### config.mk
export PLATFORM = sky130hd
export DESIGN_NAME = buf_free_list
export DESIGN_NICKNAME = d
export VERILOG_FILES = /design/src/buf_desc_pkg.sv /design/src/fifo_ctxt.sv /design/src/buf_free_list.sv
export SDC_FILE = /design/constraint.sdc
export NUM_CORES = 1
export LEC_CHECK = 0
export BUFFER_PORTS_ARGS = -buffer_cell sky130_fd_sc_hd__clkbuf_2
export CAP_MARGIN = 40
export CORE_MARGIN = 2
export CORE_UTILIZATION = 60
export DETAILED_ROUTE_END_ITERATION = 10
export GPL_TIMING_DRIVEN = 1
export PLACE_DENSITY = 0.76
export REMOVE_ABC_BUFFERS = 1
export SYNTH_ARGS = -nofsm -noshare
export SYNTH_HDL_FRONTEND = slang
export SYNTH_SLANG_ARGS = --single-unit
### constraint.sdc
create_clock -name clk -period 4 [get_ports clk]
set_input_delay 0.2 -clock clk [delete_from_list [all_inputs] [get_ports clk]]
set_output_delay 0.2 -clock clk [all_outputs]
set_load 0.01 [all_outputs]
### src/buf_desc_pkg.sv
package buf_desc_pkg;

    // ----------------------------------------------------------------------
    // Buffer geometry
    // ----------------------------------------------------------------------
    parameter int NUM_BUFFERS = 64;
    parameter int PTR_WID     = $clog2(NUM_BUFFERS);
    parameter int BUFFER_SIZE = 256;

    // One extra bit so a completely full buffer fits
    parameter int SIZE_WID = $clog2(BUFFER_SIZE) + 1;

    // ----------------------------------------------------------------------
    // Frame limits and metadata
    // ----------------------------------------------------------------------
    parameter int MAX_FRAME_SIZE = 16384;
    parameter int FRAME_SIZE_WID = $clog2(MAX_FRAME_SIZE + 1);
    parameter int META_WID       = 8;

    // Word held in descriptor memory, one per buffer
    typedef struct packed {
        logic                sof;
        logic                eof;
        logic [PTR_WID-1:0]  nxt_ptr;
        logic [SIZE_WID-1:0] size;
        logic [META_WID-1:0] meta;
        logic                err;
    } desc_t;

endpackage : buf_desc_pkg

### src/fifo_ctxt.sv
`timescale 1ns/1ns

module fifo_ctxt #(
    parameter int DATA_WID = 8,
    parameter int DEPTH    = 4
) (
    input  logic                clk,
    input  logic                srst,
    input  logic                wr,
    input  logic [DATA_WID-1:0] wr_data,
    output logic                wr_rdy,
    input  logic                rd,
    output logic                rd_vld,
    output logic [DATA_WID-1:0] rd_data,
    output logic                oflow,
    output logic                uflow
);

    localparam int AW      = (DEPTH > 1) ? $clog2(DEPTH) : 1;
    localparam int CNT_WID = $clog2(DEPTH + 1);

    logic [DATA_WID-1:0] mem [DEPTH];
    logic [AW-1:0]       wr_ptr;
    logic [AW-1:0]       rd_ptr;
    logic [CNT_WID-1:0]  count;
    logic                do_wr;
    logic                do_rd;

    // Wrap at DEPTH so non power of two depths work
    function automatic logic [AW-1:0] ptr_inc(input logic [AW-1:0] p);
        return (p == AW'(DEPTH - 1)) ? '0 : p + 1'b1;
    endfunction

    assign wr_rdy  = (count < CNT_WID'(DEPTH));
    assign rd_vld  = (count != '0);
    assign rd_data = mem[rd_ptr];
    assign do_wr   = wr && wr_rdy;
    assign do_rd   = rd && rd_vld;
    assign oflow   = wr && !wr_rdy;
    assign uflow   = rd && !rd_vld;

    always_ff @(posedge clk) begin
        if (srst) begin
            wr_ptr <= '0;
            rd_ptr <= '0;
            count  <= '0;
        end else begin
            if (do_wr) wr_ptr <= ptr_inc(wr_ptr);
            if (do_rd) rd_ptr <= ptr_inc(rd_ptr);
            count <= count + CNT_WID'(do_wr) - CNT_WID'(do_rd);
        end
    end

    always_ff @(posedge clk) begin
        if (do_wr) mem[wr_ptr] <= wr_data;
    end

    // Callers must respect the flags
    assert property (@(posedge clk) disable iff (srst) wr |-> wr_rdy)
        else $error("fifo_ctxt: write while full");
    assert property (@(posedge clk) disable iff (srst) rd |-> rd_vld)
        else $error("fifo_ctxt: read while empty");

endmodule : fifo_ctxt

### src/buf_free_list.sv
`timescale 1ns/1ns

module buf_free_list
    import buf_desc_pkg::*;
(
    input  logic               clk,
    input  logic               srst,
    input  logic               alloc_req,
    output logic               alloc_rdy,
    output logic [PTR_WID-1:0] alloc_ptr,
    input  logic               free_vld,
    input  logic [PTR_WID-1:0] free_ptr
);

    logic [PTR_WID-1:0] fill_cnt;
    logic               fill_done;
    logic               fifo_wr;
    logic [PTR_WID-1:0] fifo_wr_data;
    logic               fifo_wr_rdy;
    logic               fifo_rd_vld;

    // ----------------------------------------------------------------------
    // Fill pass, one pointer per cycle
    // ----------------------------------------------------------------------
    always_ff @(posedge clk) begin
        if (srst) begin
            fill_cnt  <= '0;
            fill_done <= 1'b0;
        end else if (!fill_done) begin
            fill_cnt <= fill_cnt + 1'b1;
            if (fill_cnt == PTR_WID'(NUM_BUFFERS - 1)) fill_done <= 1'b1;
        end
    end

    assign fifo_wr      = !fill_done || free_vld;
    assign fifo_wr_data = fill_done ? free_ptr : fill_cnt;

    // Pool only offered once every pointer is in
    assign alloc_rdy = fill_done && fifo_rd_vld;

    fifo_ctxt #(
        .DATA_WID ( PTR_WID ),
        .DEPTH    ( NUM_BUFFERS )
    ) i_fifo_ctxt__pool (
        .clk,
        .srst,
        .wr      ( fifo_wr ),
        .wr_data ( fifo_wr_data ),
        .wr_rdy  ( fifo_wr_rdy ),
        .rd      ( alloc_req && alloc_rdy ),
        .rd_vld  ( fifo_rd_vld ),
        .rd_data ( alloc_ptr ),
        .oflow   ( ),
        .uflow   ( )
    );

    // A free into a full pool means a pointer was returned twice
    assert property (@(posedge clk) disable iff (srst)
        free_vld |-> (fill_done && fifo_wr_rdy))
        else $error("buf_free_list: free with pool full or still filling");

endmodule : buf_free_list

==> impl_metrics.py <==
metrics = {
    "timing": {
        "slew_headroom": 0.3510,
        "hold_viol": 0,
        "worstMarginPinSlew_ns": 0.9735,
        "tns_ns": 0,
        "fin_crit_sh": 0.8192,
        "finClkSkew_ns": 0.01095,
        "setup_viol": 0,
        "fmax_mhz": 305.2,
        "rsz0062_at_grt": "false",
        "final_max_slew_viol_count": 0,
        "min_period_ns": 3.277,
    },
    "synthesis": {
        "synthFlopType": "edfxtp_1",
        "yosys.area.top_type_share": 0.6981,
        "syn_avg_cell_area_sq_um": 18.81,
        "synth_cells": 878,
        "async_reset_ff_frac": 0,
        "yosys_register_bits": 416,
        "synth_area_leaders": "edfxtp_1, mux4_2, dfxtp_1",
        "ys_seq_area_frac": 0.7369,
        "synth_area_sq_um": 16520,
        "yosys_warnings": 0,
        "yosysTopAreaCell": "edfxtp_1",
        "synth_edf_count": 384,
        "synth.distinct_cells": 51,
    },
    "setup_path": {
        "cp.required_ns": 3.80,
        "worstSetupPathType": "flip-flop to output port",
        "start_kind": "flip-flop",
        "critPathArrivalTime_ns": 3.08,
        "cp_max_fo": 23,
        "end_kind": "output port",
    },
    "cts": {
        "post_cts_resized": 0,
        "path_clk_slew_ns": 0.06,
        "cts_hold_buf": 0,
        "cts-buffers-inserted": 40,
        "cts_setup_buffers": 0,
        "clk_latency_ns": 0.52,
        "cts_htree_levels": 2,
        "root_buffer": "clkbuf_16",
        "cts_tree": "built",
        "clock-sinks": 416,
        "clk_path_buf_depth": 3,
    },
    "placement": {
        "gp_congestion": 0.8281,
        "port_buffers": 16,
        "post-dp-hpwl_um": 20720,
    },
    "grt": {
        "grt_pass1_wl_um": 49600,
        "grt_antenna_before_repair": 0,
        "gr-total-overflow": 0,
        "grt.total_usage": 0.2359,
        "grt_max_degree": 49,
        "grt_pass1_vias": 8215,
    },
    "power_and_ir_drop": {
        "peakVddDrop_v": 0.0003478,
        "power.density_nw_per_um2": 505.9,
        "power_mw": 9.200,
        "p_leak_nw": 5.674,
    },
    "layout": {
        "drive_gt1_frac": 0.2115,
        "n_fill_cell": 1716,
        "area_growth_pct": 10.11,
        "multi_input_area_sq_um": 4026,
        "seqCellArea_sq_um": 12180,
        "antenna_cells": 0,
        "fin_nets": 932,
    },
    "drt": {
        "drtIter0Drc": 835,
        "firstDrtPassIters": 5,
        "drtAntennaViolNets": 0,
        "vias_per_cell": 6.424,
        "post-route-drc-count": 0,
        "post_drt_wl_per_cell_um": 25.64,
        "wirelength_um": 32740,
        "vias": 8203,
    },
    "floorplanning": {
        "core_area_sq_um": 27030,
        "num_rows": 60,
        "io_pins": 17,
        "die_width_um": 169.9,
        "fp.dieH_um": 169.9,
        "die_area_sq_um": 28870,
        "start_util": 0.6112,
    },
    "status": {
        "status": "finished clean",
    },
    "worst_hold_path": {
        "min_path_type": "input port to flip-flop",
    },
    "job": {
        "maxCapViolCount": 0,
    },
}
## where the power goes
part	switching [mW]	internal, mW	total [mW]
logic	0.516	0.296	0.812
registers	0.0769	4.88	4.96
clock network	1.48	1.95	3.43
total	2.07	7.13	9.20
## final timing paths
kind	startpoint	to	slack, ns	cells after the start
worst min-delay path	free_ptr[2]	i_fifo_ctxt__pool.mem[63][2]$_DFFE_PP_	0.13	2
worst min register to register	i_fifo_ctxt__pool.rd_ptr[1]$_SDFFE_PP0N_	flip-flop	0.54	2
worst max register to register	i_fifo_ctxt__pool.count[2]$_SDFF_PP0_	i_fifo_ctxt__pool.count[6]$_SDFF_PP0_	0.74	16
worst max-delay path	flip-flop	alloc_ptr[0]	0.72	7
## sequential cells by signal, indices dropped and copies added, names as in the netlist, named ones only
register,cells
fill_cnt,6
i_fifo_ctxt__pool.wr_ptr,6
i_fifo_ctxt__pool.rd_ptr,6
fill_done,1
i_fifo_ctxt__pool.count,7
i_fifo_ctxt__pool.mem,384
## logic make-up (layout without fill, tap and decap cells)
logic type,after synthesis,after routing,synth area share
AOI/OAI and AO/OA,77,77,0.03121
xor gates and xnor gates,18,18,0.009545
adders and majority gates,13,13,0.01030
buffers and inverters,60,118,0.01939
DFF,416,416,0.7369
muxes,117,117,0.1435
and+or+nand+nor,177,177,0.04916
## stage by stage
stage,cell area [sq um],util,setup slack (ns),hold WS (ns),std cells
global placement,16920,0.6260,0.8793,0.5212,1202
detailed placement,17010,0.6293,0.7619,0.5407,1208
global route,18190,0.6729,0.4456,0.1208,1277
finish,18190,0.6729,0.7231,0.1270,1277
floorplan,16250,-,-1.570,0.2667,831
CTS,18190,0.6729,0.6812,0.1265,1277
## per-layer routing
layer | global-route usage | up-vias | wire [um]
li1 | - | 3579 | -
met1 | 0.3238 | 4243 | 12830
met2 | 0.3897 | 324 | 16480
met3 | 0.05535 | 57 | 2763
met4 | 0.05983 | 0 | 665
met5 | 0 | - | 0
## cell type report
type,count,area share
Clock inverter,12,0.002890
Timing Repair Buffer,36,0.01789
Clock buffer,57,0.06192
Sequential cell,416,0.6698
Inverter,13,0.002683
Multi-Input combinational cell,402,0.2214
Tap cell,341,0.02346
## cell usage in the layout (no fill, tap or decap), types with 13 or more instances in the layout
master	n
nor2_1	92
edfxtp_1	384
inv_1	13
o22ai_1	13
nand3_1	18
mux2i_1	14
mux4_2	95
clkbuf_2	16
dfxtp_1	29
nand2_1	21
clkbuf_16	41
## cell usage after synthesis (5+ instances only)
cell type and n:
a211oi_1 5, a21oi_1 12, a22oi_1 5, a31oi_1 6, buf_1 6, buf_2 12, buf_6 8, clkbuf_1 17
dfxtp_1 32, edfxtp_1 384, ha_1 12, inv_1 13, mux2_2 8, mux2i_1 14, mux4_2 95, nand2_1 21
nand2b_1 7, nand3_1 18, nand4_1 5, nor2_1 92, nor2b_1 12, o21ai_0 8, o221ai_1 7, o22ai_1 13
xnor2_1 6, xor2_1 12
## critical path, stage by stage, from the launching register on
cell,delay (ns)
dfxtp_4,0.68
buf_12,0.29
mux4_2,0.57
nand2b_1,0.18
nand3b_1,0.10
o211ai_1,0.13
o32a_1,0.44
clkbuf_2,0.15
(Power assumes the default switching activity.)
